<file path="src/source/anim_pkg.sv">
`default_nettype none

package anim_pkg;

    // counter widths
    localparam int LAP_W = 4;
    localparam int ARC_W = 4;

    // the jump table has this many points per half
    localparam int ARC_STEPS = 10;

    typedef logic [LAP_W-1:0] lap_t;
    typedef logic [ARC_W-1:0] arc_idx_t;

    // dog behavior states, one per animation tick
    typedef enum logic [4:0] {
        Idle,
        Walk1,
        Walk2,
        Walk3,
        Walk4,
        Sniff1,
        Sniff2,
        Surprised,
        JumpRise,
        JumpFall,
        Hidden
    } dog_state_e;

    // sprite frame codes seen by the renderer
    typedef enum logic [4:0] {
        Stand     = 5'd0,
        Stride1   = 5'd1,
        Stride2   = 5'd2,
        Stride3   = 5'd3,
        SniffDown = 5'd4,
        SniffUp   = 5'd5,
        Startled  = 5'd6,
        Leap      = 5'd7,
        Fall      = 5'd8
    } frame_e;

    // configuration register select
    typedef enum logic [1:0] {
        CfgStartX,
        CfgStep,
        CfgSniffA,
        CfgSniffB
    } cfg_reg_e;

endpackage

`default_nettype wire

</file>
<file path="src/source/scene_pkg.sv">
`default_nettype none

package scene_pkg;

    localparam int COORD_W = 10;

    // screen coordinate, x or y
    typedef logic [COORD_W-1:0] coord_t;

    // row the dog walks on
    localparam coord_t GROUND_Y = 10'd290;

    // row where the dog sits out of sight behind the grass
    localparam coord_t HIDDEN_Y = 10'd318;

    // power-up start column and pixels per full lap
    localparam coord_t DEFAULT_START_X = 10'd11;
    localparam coord_t DEFAULT_STEP_X  = 10'd32;

    // laps after which the dog stops to sniff
    localparam logic [3:0] DEFAULT_SNIFF_A = 4'd4;
    localparam logic [3:0] DEFAULT_SNIFF_B = 4'd7;

    // column offset added by each walk pose within a lap
    localparam coord_t STRIDE_X = 10'd8;

endpackage

`default_nettype wire

</file>
<file path="src/source/dog_pose_if.sv">
`default_nettype none

// everything the position unit needs to place the dog
interface dog_pose_if;

    anim_pkg::dog_state_e state;
    anim_pkg::lap_t       walk_lap;
    anim_pkg::arc_idx_t   arc_idx;
    scene_pkg::coord_t    start_x;
    scene_pkg::coord_t    step_x;

    modport sequencer (output state, output walk_lap, output arc_idx);

    modport cfg (output start_x, output step_x);

    modport position (
        input state,
        input walk_lap,
        input arc_idx,
        input start_x,
        input step_x
    );

endinterface

`default_nettype wire

</file>
<file path="src/source/dog_anim_top.sv">
`default_nettype none

module dog_anim_top #(
    parameter int SURPRISE_TICKS = 2,
    parameter int MAX_LAP        = 8
) (
    input  wire                     ANIM_Clk,
    input  wire                     Reset,
    input  wire                     run,
    input  wire                     cfg_we,
    input  wire anim_pkg::cfg_reg_e cfg_sel,
    input  wire scene_pkg::coord_t  cfg_data,
    output scene_pkg::coord_t       dog_x,
    output scene_pkg::coord_t       dog_y,
    output anim_pkg::frame_e        frame,
    output logic                    jumping
);

    dog_pose_if pose ();

    anim_pkg::lap_t sniff_lap_a;
    anim_pkg::lap_t sniff_lap_b;

    dog_config u_config (
        .ANIM_Clk    (ANIM_Clk),
        .Reset       (Reset),
        .cfg_we      (cfg_we),
        .cfg_sel     (cfg_sel),
        .cfg_data    (cfg_data),
        .pose        (pose.cfg),
        .sniff_lap_a (sniff_lap_a),
        .sniff_lap_b (sniff_lap_b)
    );

    dog_sequencer #(
        .SURPRISE_TICKS (SURPRISE_TICKS),
        .MAX_LAP        (MAX_LAP)
    ) u_sequencer (
        .ANIM_Clk    (ANIM_Clk),
        .Reset       (Reset),
        .run         (run),
        .sniff_lap_a (sniff_lap_a),
        .sniff_lap_b (sniff_lap_b),
        .pose        (pose.sequencer)
    );

    dog_position u_position (
        .pose    (pose.position),
        .dog_x   (dog_x),
        .dog_y   (dog_y),
        .frame   (frame),
        .jumping (jumping)
    );

endmodule

`default_nettype wire

</file>
<file path="src/source/dog_config.sv">
`default_nettype none

module dog_config (
    input  wire                 ANIM_Clk,
    input  wire                 Reset,
    input  wire                 cfg_we,
    input  wire anim_pkg::cfg_reg_e cfg_sel,
    input  wire scene_pkg::coord_t  cfg_data,
    dog_pose_if.cfg             pose,
    output anim_pkg::lap_t      sniff_lap_a,
    output anim_pkg::lap_t      sniff_lap_b
);

    scene_pkg::coord_t start_x_q;
    scene_pkg::coord_t step_x_q;

    // one register per select code, written on the strobe
    always_ff @(posedge ANIM_Clk or posedge Reset)
    begin
        if (Reset)
        begin
            start_x_q   <= scene_pkg::DEFAULT_START_X;
            step_x_q    <= scene_pkg::DEFAULT_STEP_X;
            sniff_lap_a <= scene_pkg::DEFAULT_SNIFF_A;
            sniff_lap_b <= scene_pkg::DEFAULT_SNIFF_B;
        end
        else if (cfg_we)
        begin
            unique case (cfg_sel)
                anim_pkg::CfgStartX: start_x_q <= cfg_data;
                anim_pkg::CfgStep:   step_x_q  <= cfg_data;
                // sniff laps only need the low bits
                anim_pkg::CfgSniffA: sniff_lap_a <= cfg_data[anim_pkg::LAP_W-1:0];
                anim_pkg::CfgSniffB: sniff_lap_b <= cfg_data[anim_pkg::LAP_W-1:0];
            endcase
        end
    end

    assign pose.start_x = start_x_q;
    assign pose.step_x  = step_x_q;

endmodule

`default_nettype wire

</file>
<file path="src/source/dog_position.sv">
`default_nettype none

module dog_position (
    dog_pose_if.position       pose,
    output scene_pkg::coord_t  dog_x,
    output scene_pkg::coord_t  dog_y,
    output anim_pkg::frame_e   frame,
    output logic               jumping
);

    scene_pkg::coord_t lap_x;
    scene_pkg::coord_t arc_x;
    scene_pkg::coord_t arc_y;
    logic              falling;

    // column at the start of the current lap
    assign lap_x = pose.start_x
                 + scene_pkg::coord_t'(pose.step_x * scene_pkg::coord_t'(pose.walk_lap));

    assign falling = (pose.state == anim_pkg::JumpFall);

    jump_arc_rom u_arc (
        .falling (falling),
        .arc_idx (pose.arc_idx),
        .arc_x   (arc_x),
        .arc_y   (arc_y)
    );

    always_comb
    begin
        dog_x = lap_x + scene_pkg::coord_t'(4 * scene_pkg::STRIDE_X);
        dog_y = scene_pkg::GROUND_Y;
        frame = anim_pkg::Stand;
        unique case (pose.state)
            anim_pkg::Idle:
                dog_x = pose.start_x;
            anim_pkg::Walk1:
            begin
                dog_x = lap_x + scene_pkg::STRIDE_X;
                frame = anim_pkg::Stride1;
            end
            anim_pkg::Walk2:
            begin
                dog_x = lap_x + scene_pkg::coord_t'(2 * scene_pkg::STRIDE_X);
                frame = anim_pkg::Stride2;
            end
            anim_pkg::Walk3:
            begin
                dog_x = lap_x + scene_pkg::coord_t'(3 * scene_pkg::STRIDE_X);
                frame = anim_pkg::Stride3;
            end
            // last pose reuses the third stride sprite
            anim_pkg::Walk4:  frame = anim_pkg::Stride3;
            anim_pkg::Sniff1: frame = anim_pkg::SniffDown;
            anim_pkg::Sniff2: frame = anim_pkg::SniffUp;
            anim_pkg::Surprised: frame = anim_pkg::Startled;
            anim_pkg::JumpRise, anim_pkg::JumpFall:
            begin
                dog_x = arc_x;
                dog_y = arc_y;
                frame = falling ? anim_pkg::Fall : anim_pkg::Leap;
            end
            anim_pkg::Hidden: dog_y = scene_pkg::HIDDEN_Y;
            default: frame = anim_pkg::Stand;
        endcase
    end

    // only the downward half is flagged
    assign jumping = falling;

endmodule

`default_nettype wire

</file>
<file path="src/source/dog_sequencer.sv">
`default_nettype none

module dog_sequencer #(
    parameter int SURPRISE_TICKS = 2,
    parameter int MAX_LAP        = 8
) (
    input  wire                  ANIM_Clk,
    input  wire                  Reset,
    input  wire                  run,
    input  wire anim_pkg::lap_t  sniff_lap_a,
    input  wire anim_pkg::lap_t  sniff_lap_b,
    dog_pose_if.sequencer        pose
);

    localparam int SURP_W = (SURPRISE_TICKS > 1) ? $clog2(SURPRISE_TICKS) : 1;

    localparam anim_pkg::arc_idx_t ARC_LAST = anim_pkg::arc_idx_t'(anim_pkg::ARC_STEPS - 1);
    localparam anim_pkg::lap_t     LAP_LAST = anim_pkg::lap_t'(MAX_LAP);
    localparam logic [SURP_W-1:0]  SURP_LAST = SURP_W'(SURPRISE_TICKS - 1);

    anim_pkg::dog_state_e state;
    anim_pkg::dog_state_e next_state;
    anim_pkg::lap_t       walk_lap;
    anim_pkg::arc_idx_t   arc_idx;

    // sniff pairs within one stop, and stops taken so far
    logic [1:0]        sniff_cnt;
    logic              stop_cnt;
    logic [SURP_W-1:0] surp_cnt;

    logic sniff_here;
    logic stop_done;

    // the lap value before the increment picks the sniff points
    assign sniff_here = (walk_lap == sniff_lap_a) || (walk_lap == sniff_lap_b);
    assign stop_done  = (sniff_cnt == 2'd2);

    always_comb
    begin
        next_state = state;
        unique case (state)
            anim_pkg::Idle:
                if (run)
                    next_state = anim_pkg::Walk1;
            anim_pkg::Walk1: next_state = anim_pkg::Walk2;
            anim_pkg::Walk2: next_state = anim_pkg::Walk3;
            anim_pkg::Walk3: next_state = anim_pkg::Walk4;
            anim_pkg::Walk4:
                next_state = sniff_here ? anim_pkg::Sniff1 : anim_pkg::Walk1;
            anim_pkg::Sniff1: next_state = anim_pkg::Sniff2;
            anim_pkg::Sniff2:
                if (!stop_done)
                    next_state = anim_pkg::Sniff1;
                else if (stop_cnt)
                    next_state = anim_pkg::Surprised;
                else
                    next_state = anim_pkg::Walk1;
            anim_pkg::Surprised:
                if (surp_cnt == SURP_LAST)
                    next_state = anim_pkg::JumpRise;
            anim_pkg::JumpRise:
                if (arc_idx == ARC_LAST)
                    next_state = anim_pkg::JumpFall;
            anim_pkg::JumpFall:
                if (arc_idx == ARC_LAST)
                    next_state = anim_pkg::Hidden;
            anim_pkg::Hidden: next_state = anim_pkg::Idle;
            default: next_state = anim_pkg::Idle;
        endcase
    end

    always_ff @(posedge ANIM_Clk or posedge Reset)
    begin
        if (Reset)
        begin
            state     <= anim_pkg::Idle;
            walk_lap  <= '0;
            arc_idx   <= '0;
            sniff_cnt <= '0;
            stop_cnt  <= 1'b0;
            surp_cnt  <= '0;
        end
        else
        begin
            state <= next_state;

            if (state == anim_pkg::Walk4)
                walk_lap <= (walk_lap == LAP_LAST) ? '0 : walk_lap + 1'b1;
            else if (state == anim_pkg::Hidden)
                walk_lap <= '0;

            // three Sniff1/Sniff2 pairs make one stop
            if (state == anim_pkg::Sniff2)
            begin
                if (stop_done)
                begin
                    sniff_cnt <= '0;
                    stop_cnt  <= ~stop_cnt;
                end
                else
                    sniff_cnt <= sniff_cnt + 1'b1;
            end

            if (state == anim_pkg::Surprised)
                surp_cnt <= (surp_cnt == SURP_LAST) ? '0 : surp_cnt + 1'b1;

            // arc step restarts at zero for the fall half
            if (state == anim_pkg::JumpRise || state == anim_pkg::JumpFall)
                arc_idx <= (arc_idx == ARC_LAST) ? '0 : arc_idx + 1'b1;
        end
    end

    assign pose.state    = state;
    assign pose.walk_lap = walk_lap;
    assign pose.arc_idx  = arc_idx;

endmodule

`default_nettype wire

</file>
<file path="src/source/jump_arc_rom.sv">
`default_nettype none

module jump_arc_rom (
    input  wire                     falling,
    input  wire anim_pkg::arc_idx_t arc_idx,
    output scene_pkg::coord_t       arc_x,
    output scene_pkg::coord_t       arc_y
);

    localparam int LAST = anim_pkg::ARC_STEPS - 1;

    // rising half, lift-off to apex
    localparam scene_pkg::coord_t RISE_X [anim_pkg::ARC_STEPS] = '{
        10'd267, 10'd276, 10'd285, 10'd294, 10'd303,
        10'd312, 10'd321, 10'd330, 10'd341, 10'd352
    };
    localparam scene_pkg::coord_t RISE_Y [anim_pkg::ARC_STEPS] = '{
        10'd290, 10'd274, 10'd260, 10'd248, 10'd238,
        10'd229, 10'd222, 10'd217, 10'd213, 10'd212
    };

    // falling half, apex down to the grass line
    localparam scene_pkg::coord_t FALL_X [anim_pkg::ARC_STEPS] = '{
        10'd352, 10'd363, 10'd374, 10'd383, 10'd392,
        10'd401, 10'd410, 10'd419, 10'd428, 10'd437
    };
    localparam scene_pkg::coord_t FALL_Y [anim_pkg::ARC_STEPS] = '{
        10'd212, 10'd213, 10'd217, 10'd222, 10'd229,
        10'd238, 10'd248, 10'd260, 10'd274, 10'd290
    };

    int idx;

    always_comb
    begin
        // steps past the table hold the last point
        idx = (int'(arc_idx) > LAST) ? LAST : int'(arc_idx);
        if (falling)
        begin
            arc_x = FALL_X[idx];
            arc_y = FALL_Y[idx];
        end
        else
        begin
            arc_x = RISE_X[idx];
            arc_y = RISE_Y[idx];
        end
    end

endmodule

`default_nettype wire

</file>
<file path="config.mk">
export PLATFORM = sky130hd
export DESIGN_NAME = dog_anim_top
export DESIGN_NICKNAME = d
export VERILOG_FILES = /design/src/source/anim_pkg.sv /design/src/source/scene_pkg.sv /design/src/source/dog_pose_if.sv /design/src/source/dog_anim_top.sv /design/src/source/dog_config.sv /design/src/source/dog_position.sv /design/src/source/dog_sequencer.sv /design/src/source/jump_arc_rom.sv
export SDC_FILE = /design/constraint.sdc
export NUM_CORES = 1
export LEC_CHECK = 0
export ABC_AREA = 1
export BUFFER_PORTS_ARGS = -buffer_cell sky130_fd_sc_hd__clkbuf_2
export CAP_MARGIN = 20
export CORE_UTILIZATION = 50
export CTS_CLUSTER_SIZE = 24
export DETAILED_ROUTE_END_ITERATION = 10
export PLACE_DENSITY_LB_ADDON = 0.25
export SYNTH_ARGS = -nofsm -noshare
export SYNTH_HDL_FRONTEND = slang
export SYNTH_SLANG_ARGS = --single-unit
</file>
<file path="constraint.sdc">
create_clock -name ANIM_Clk -period 4.6 [get_ports ANIM_Clk]
set_input_delay 0.46 -clock ANIM_Clk [delete_from_list [all_inputs] [get_ports ANIM_Clk]]
set_output_delay 0.46 -clock ANIM_Clk [all_outputs]
set_load 0.1 [all_outputs]
</file>
==> impl_metrics.ini, run 1 <==
[run_status]
status = finished with violations
violations = setup timing

[drt]
routedWlPerCell_um = 14.6
routed_wl_um = 11700
antenna_left = 0
via_per_inst = 5.38
drtPass1Iterations = 4
drc = 0
drtIter0Drc = 279
vias = 4329

[timing]
rsz0062_at_grt = yes
finClkSkew_ns = 0.0122
worst_pin_slew_ns = 1.10
fmax_ghz = 0.208
period_minus_slack_ns = 4.82
maxSlewViolCount = 0
post-route-period-util_pct = 105
relSlewSlack_pct = 26.2
fin_tns_setup_ns = -0.928
fin_ws_ns = -0.219
setup_viol_count_final = 6
finalHoldViolCount = 0

[synthesis]
synth_seq_cells = 44
synth-edff-count = 0
yosys_warnings = 0
syn_inst = 640
synth_area_um2 = 4400
synth_area_leader_cell = dfrtp_1
synth.area.top_cells = dfrtp_1 20%, nand2_1 14%, inv_1 9.9%, fa_1 9.5%, ha_1 6.8%
ys_async_sr_fraction_pct = 100
yosysUniqueCellTypes = 51
seq_area_frac_synth_pct = 25.2
yosysTopAreaCellShare_pct = 20.5
synth_commonest_cells = 163 x nand2_1, 116 x inv_1, 59 x o21ai_0
yosysMostFrequentCell = nand2_1
synth_flop_cell = dfrtp_1
avgSynthCellArea_um2 = 6.88

[grt]
grt_max_degree = 45
use_met1_pct = 36.6
grt_pass1_wl_um = 18700
grt_pass1_vias = 3952
use_met3_pct = 3.55
grt_remaining_overflow = 0
use_met2_pct = 43.6
grt.total_usage_pct = 26.5
busiest_layer = met2
antenna_found_initial = 0

[layout]
drive_above_1_share_pct = 22.6
antenna_cells = 0
fillers = 777
syn_to_final_growth_pct = 19.6
fin_nets = 759
final_cell_area_um2 = 5270

[floorplan]
die-area_um2 = 9190
io_pins = 42
coreArea_um2 = 8380
fp.dieW_um = 95.9
row_count = 33
start_util_pct = 52.5
die_h_um = 95.9

[hold_path]
hold_path.class = in2async

[clock_network]
path_clk_slew_ns = 0.09
cts_buffer_depth = 2
cts_sinks = 44
root_buffer = clkbuf_8
clkLatencyLatePin_ns = 0.31
cts_tree = done
htree_num_levels = 2
numCtsBuffers = 5

[place]
place_area_um2 = 4840
io_buffers = 39
gp_congestion = 0.943
dp_hpwl_um = 8880

[critical_path]
r2r_cells = 5
crit_path_start_kind = register
rrSetupSlack_ns = 2.55
critPathTopFamily = adder cells
cp.required_ns = 4.14
cp_slowest_cell = fa_1
cp_data_arrival_time_ns = 4.36
timing.rr.start = u_sequencer.pose.state[3]$_DFFE_PP0P_
crit_fanout = 5
r2r_end = u_sequencer.pose.state[2]$_DFFE_PP0P_
slowest_delay_ns = 0.55
crit_top_cell = nand2_2
endpoint_kind = output port
crit_buf_inv = 4
crit_type = reg2out

[flow_run]
drv_cap = 0
## through the flow
stage	worst slack [ns]	utilization (%)	cells	hold slack, ns
2_1_floorplan	-0.397	-	641	0.453
3_3_place_gp	0.0844	57.7	776	0.474
3_5_place_dp	-0.00485	57.7	776	0.487
4_1_cts	-0.159	61.5	798	0.271
5_1_grt	-0.413	62.8	804	0.300
6_report	-0.219	62.8	804	0.256
## area by class of cell
| cell class | instances | area (um^2) | area share (%) |
|---|---|---|---|
| multi-input combinational | 451 | 2900 | 55.1 |
| sequential | 44 | 1110 | 21.2 |
| tap | 105 | 131 | 2.49 |
| inverter | 128 | 488 | 9.26 |
| timing repair buffer | 68 | 514 | 9.76 |
| clock buffer | 5 | 68.8 | 1.31 |
| clock inverter | 3 | 47.5 | 0.903 |
## cells by family after synthesis
group | share of synthesized area (%)
xor+xnor | 2.78
flops | 25.2
other cells | 0.0851
buf+inv | 13.2
fa+ha+maj | 16.4
simple gates | 28.9
compound gates | 13.4
## worst max-delay path by stage
stage                                                         from  slack [ns]       end  cells past startpoint
after global routing      u_sequencer.pose.walk_lap[3]$_DFFE_PP0P_       -0.41  dog_x[9]                     23
after floorplan           u_sequencer.pose.walk_lap[1]$_DFFE_PP0P_       -0.40  dog_x[9]                     23
final                     u_sequencer.pose.walk_lap[3]$_DFFE_PP0P_       -0.22  dog_x[8]                     25
after CTS                 u_sequencer.pose.walk_lap[3]$_DFFE_PP0P_       -0.16  dog_x[8]                     25
after global placement    u_sequencer.pose.walk_lap[3]$_DFFE_PP0P_        0.08  dog_x[9]                     22
after detailed placement  u_sequencer.pose.walk_lap[3]$_DFFE_PP0P_      -0.005  dog_x[9]                     23
## worst register-to-register path: stages (launching register included)
cell	delay, ns
dfrtp_1	0.44
nor2_2	0.25
inv_2	0.12
nor3_1	0.85
nor3_1	0.19
nand3_1	0.14
## state kept, by name, summed over array words and instances, names as in the netlist
register	flops
u_config.pose.start_x	10
u_config.pose.step_x	10
u_config.sniff_lap_a	4
u_config.sniff_lap_b	4
u_sequencer.pose.arc_idx	4
u_sequencer.pose.state	4
u_sequencer.pose.walk_lap	4
u_sequencer.sniff_cnt	2
u_sequencer.stop_cnt	1
u_sequencer.surp_cnt	1
## repair_timing
action / 4_1_cts / 5_1_grt
setup buffers: 14 / 7
pin swaps: 25 / 17
hold buffers: 0 / 0
resized for setup: 22 / 20
setup endpoints to repair: 6 / 6
hold endpoints to repair: 0 / 0
## layer usage
metal	up-vias	share of wire (%)
li1	2140	-
met1	2048	46
met2	125	48
met3	16	4.0
met4	0	1.5
met5	-	0
## layout by cell type (no fill, tap or decap), types with 3 or more instances in the layout
cell / Yosys / layout
ha_1: 24 / 16
ha_4: 0 / 6
nand2_4: 2 / 3
buf_4: 5 / 26
o21ai_1: 4 / 4
xnor2_1: 5 / 5
xor2_1: 9 / 8
nand2_1: 163 / 150
nand2_2: 4 / 16
nand3_2: 1 / 4
o2111ai_1: 3 / 3
nor2_1: 43 / 42
inv_1: 116 / 108
clkbuf_8: 0 / 5
a21oi_1: 13 / 13
inv_4: 1 / 3
nor3_1: 5 / 5
o22ai_1: 4 / 4
o21ai_0: 59 / 59
clkinv_1: 2 / 3
dfrtp_1: 36 / 33
nor2_2: 6 / 5
buf_12: 0 / 6
dfrtp_2: 0 / 3
nor2_4: 3 / 5
inv_2: 9 / 14
fa_1: 21 / 20
dfstp_2: 8 / 8
nand3_1: 44 / 40
nand4_1: 8 / 8
buf_6: 1 / 3
clkbuf_2: 1 / 33
Power of run 1 is left out: the tool's default activity adds up to more than one toggle a clock period on the data nets, which glitch-free logic cannot reach.
==> run 2: changes to the inputs <==
TNS_END_PERCENT = 30   (was not set)
==> impl_metrics.ini, run 2 (same netlist as run 1, synthesis figures left out) <==
[run_status]
violations = setup timing
status = finished with violations

[layout]
drive_above_1_share_pct = 20.5
fin_nets = 751
syn_to_final_growth_pct = 16.3
final_common_cell = nand2_1
utilization_pct = 61.1
final_cell_mix = 152 x nand2_1, 110 x inv_1, 59 x o21ai_0, 43 x nand3_1, 42 x nor2_1
antenna_cells = 0

[floorplan]
die-area_um2 = 9190
fp.dieW_um = 95.9
io_pins = 42
coreArea_um2 = 8380
start_util_pct = 52.5
die_h_um = 95.9
row_count = 33

[critical_path]
crit_fanout = 4
crit_path_start_kind = register
crit_type = reg2out
endpoint_kind = output port
cp.required_ns = 4.14
cp_data_arrival_time_ns = 4.35

[drt]
drtPass1Iterations = 5
vias = 4203
routedWlPerCell_um = 13.9
via_per_inst = 5.28
drtIter0Drc = 242
antenna_left = 0
drc = 0
routed_wl_um = 11000

[grt]
antenna_found_initial = 0
grt.total_usage_pct = 25.4
grt_pass1_wl_um = 17900
grt_remaining_overflow = 0
grt_pass1_vias = 3843
grt_max_degree = 45

[flow_run]
drv_cap = 0

[timing]
finClkSkew_ns = 0.00581
maxSlewViolCount = 0
rsz0062_at_grt = yes
worst_pin_slew_ns = 1.09
fin_ws_ns = -0.209
finalHoldViolCount = 0
period_minus_slack_ns = 4.81
relSlewSlack_pct = 26.6
setup_viol_count_final = 6
fmax_ghz = 0.208
post-route-period-util_pct = 105

[clock_network]
numCtsBuffers = 5
cts_buffer_depth = 2
cts_sinks = 44
root_buffer = clkbuf_8
cts_tree = done
htree_num_levels = 2
path_clk_slew_ns = 0.10
ctsHoldBuffers = 0
clkLatencyLatePin_ns = 0.30

[place]
dp_hpwl_um = 8760
io_buffers = 39
gp_congestion = 0.949

[hold_path]
hold_path.class = in2async
[run 2: worst max-delay path, stage by stage (launching register included)]
cell     delay, ns
dfrtp_1       0.43
nand2_2       0.08
fa_2          0.58
fa_1          0.44
fa_1          0.52
inv_2         0.05
ha_4          0.23
nand2_2       0.06
nand2_2       0.05
inv_2         0.04
nand2_2       0.04
or2_1         0.22
nand2_2       0.10
inv_4         0.05
fa_2          0.38
nand2_2       0.10
inv_2         0.04
nand3_2       0.08
nor2_2        0.04
inv_1         0.05
nand2_1       0.04
nand3_1       0.06
nand4_1       0.14
buf_12        0.20
[run 2: what timing repair did]
action / in CTS / in global routing
setup endpoints to repair: 6 / 6
cloned: 0 / 0
resized for setup: 12 / 15
pin swaps: 20 / 25
setup buffers: 7 / 4
[run 2: stage by stage]
step	hold slack, ns	area, um^2	setup TNS (ns)	cells	setup WS (ns)
after detailed placement	0.485	4840	-0.0355	777	-0.0355
after CTS	0.270	5070	-1.43	792	-0.294
after floorplan	0.453	4470	-1.59	641	-0.397
after global routing	0.307	5120	-2.15	796	-0.438
final	0.264	5120	-0.867	796	-0.209
after global placement	0.476	4840	0	777	0.0838
[run 2: area by class of cell]
cell class / instances / area (um^2)
Clock inverter: 3 / 46.3
Fill cell: 767 / 3260
Sequential cell: 44 / 1120
Tap cell: 105 / 131
Inverter: 128 / 485
Clock buffer: 5 / 68.8
Multi-Input combinational cell: 451 / 2830
Timing Repair Buffer: 60 / 443
[run 2: worst paths after layout]
kind / startpoint / to / slack, ns / cells after the start
max reg2reg: u_sequencer.pose.state[3]$_DFFE_PP0P_ / u_sequencer.pose.state[2]$_DFFE_PP0P_ / 2.62 / 5
min in group ANIM_Clk: cfg_data[5] / u_config.pose.step_x[5]$_DFFE_PP1P_ / 0.39 / 3
min reg2reg: u_config.sniff_lap_b[0]$_DFFE_PP1P_ / u_config.sniff_lap_b[0]$_DFFE_PP1P_ / 0.51 / 2
min: Reset / u_config.pose.step_x[0]$_DFFE_PP0P_ / 0.26 / 3
max in group asynchronous: Reset / u_config.pose.step_x[3]$_DFFE_PP0P_ / 3.92 / 3
max: u_config.pose.step_x[2]$_DFFE_PP0P_ / dog_x[9] / -0.21 / 23
[run 2: layer usage]
metal  vias to the layer above  track usage, %  wire, um
li1                       2124               -         -
met1                      1956            35.5      5240
met2                       109            41.4      5110
met3                        14            3.87       519
met4                         0            6.09       150
met5                         -               0         0
Power of run 2 is left out for the same reason.
==> run 3: changes to the inputs <==
clock period = 4.8 ns   (was 4.6 ns; I/O delays follow)
==> impl_metrics.ini, run 3 (same netlist as run 1, synthesis figures left out) <==
[layout]
fin_nets = 757
syn_to_final_growth_pct = 18.2
final_cell_mix = 151 x nand2_1, 111 x inv_1, 59 x o21ai_0, 43 x nand3_1, 42 x nor2_1
drive_above_1_share_pct = 21.7
final_common_cell = nand2_1
fillers = 769
antenna_cells = 0
utilization_pct = 62.1

[timing]
relSlewSlack_pct = 33.6
rsz0062_at_grt = yes
worst_pin_slew_ns = 0.988
fmax_ghz = 0.204
finClkSkew_ns = 0.00688
period_minus_slack_ns = 4.89
whs_ns = 0.282
post-route-period-util_pct = 102
maxSlewViolCount = 0
finalHoldViolCount = 0
fin_tns_setup_ns = -0.167
setup_viol_count_final = 3
fin_ws_ns = -0.0930

[clock_network]
cts_sinks = 44
numCtsBuffers = 5
htree_num_levels = 2
cts_tree = done
root_buffer = clkbuf_8
path_clk_slew_ns = 0.09
clkLatencyLatePin_ns = 0.30
cts_buffer_depth = 2

[grt]
grt_pass1_vias = 4087
antenna_found_initial = 0
grt_pass1_wl_um = 19200
grt_max_degree = 45
grt_remaining_overflow = 0
grt.total_usage_pct = 27.3

[floorplan]
die_h_um = 95.9
coreArea_um2 = 8380
start_util_pct = 52.5
io_pins = 42
fp.dieW_um = 95.9
die-area_um2 = 9190
row_count = 33

[critical_path]
crit_path_start_kind = register
r2r_cells = 8
r2r_end = u_sequencer.pose.state[3]$_DFFE_PP0P_
endpoint_kind = output port
cp_data_arrival_time_ns = 4.41
timing.rr.start = u_sequencer.pose.state[2]$_DFFE_PP0P_
cp.required_ns = 4.32
crit_start = u_sequencer.pose.walk_lap[1]$_DFFE_PP0P_
rrSetupSlack_ns = 2.80
crit_fanout = 5
crit_type = reg2out

[drt]
antenna_left = 0
via_per_inst = 5.39
drc = 0
routedWlPerCell_um = 14.5
vias = 4322
drtIter0Drc = 277
routed_wl_um = 11700
drtPass1Iterations = 5

[run_status]
violations = setup timing
status = finished with violations

[flow_run]
drv_cap = 0

[place]
io_buffers = 39
gp_congestion = 0.957
dp_hpwl_um = 8980

[hold_path]
hold_path.class = in2async
==> run 3: cell types whose count changed in the layout (fill, tap and decap cells not counted), sizes merged <==
cell      before  now
clkinvlp       1    0
clkinv         3    4
buf           27   33
inv          126  125
clkbuf        38   39
==> run 3: worst max-delay path by stage <==
| stage | to | cells past startpoint |
|---|---|---|
| finish | dog_x[9] | 22 |
| global route | dog_x[8] | 25 |
| CTS | dog_x[8] | 25 |
| detailed placement | dog_x[8] | 25 |
| global placement | dog_x[8] | 25 |
| floorplan | dog_x[9] | 23 |
==> run 3: critical path, cell delays in order (launching register included) <==
cell and delay (ns):
dfrtp_2 0.45, buf_4 0.16, nand2_1 0.05, inv_1 0.05, fa_1 0.56, fa_1 0.44
fa_1 0.52, ha_4 0.31, nand2_1 0.07, inv_1 0.09, nand4_1 0.13, nand4_1 0.14
nand2_2 0.07, inv_2 0.08, ha_4 0.15, nand2_2 0.06, inv_1 0.06, nand3_2 0.09
nor2_2 0.11, nand3_1 0.08, nand3_1 0.09, nand4_1 0.15, buf_12 0.20
==> run 3: through the flow <==
stage	worst slack, ns	instances	area (um^2)
after floorplan	-0.217	641	4470
after global placement	0.250	772	4800
after detailed placement	0.143	772	4800
after CTS	-0.00259	793	5100
after global routing	-0.310	802	5210
final	-0.0930	802	5210
==> run 3: cell type report <==
cell class	instances	area [um^2]	share of cell area, %
repair buffers	66	488	9.37
clock inverters	2	38.8	0.745
multi-input cells	451	2860	55.0
inverters	128	485	9.32
well taps	105	131	2.52
clock buffers	6	82.6	1.59
flip-flops and latches	44	1120	21.5
==> run 3: repair_timing <==
item | 4_1_cts | 5_1_grt
hold buffers | 0 | 0
pin swaps | 22 | 22
setup endpoints to repair | 5 | 6
gates resized for setup | 18 | 13
setup buffers | 13 | 9
==> run 3: layer usage <==
layer | share of wire [%] | global-route usage (%) | vias up
li1 | - | - | 2132
met1 | 44 | 37.5 | 2002
met2 | 48 | 44.5 | 157
met3 | 5.6 | 3.48 | 31
met4 | 2.8 | 9.58 | 0
met5 | 0 | 0 | -
Power of run 3 is left out for the same reason.
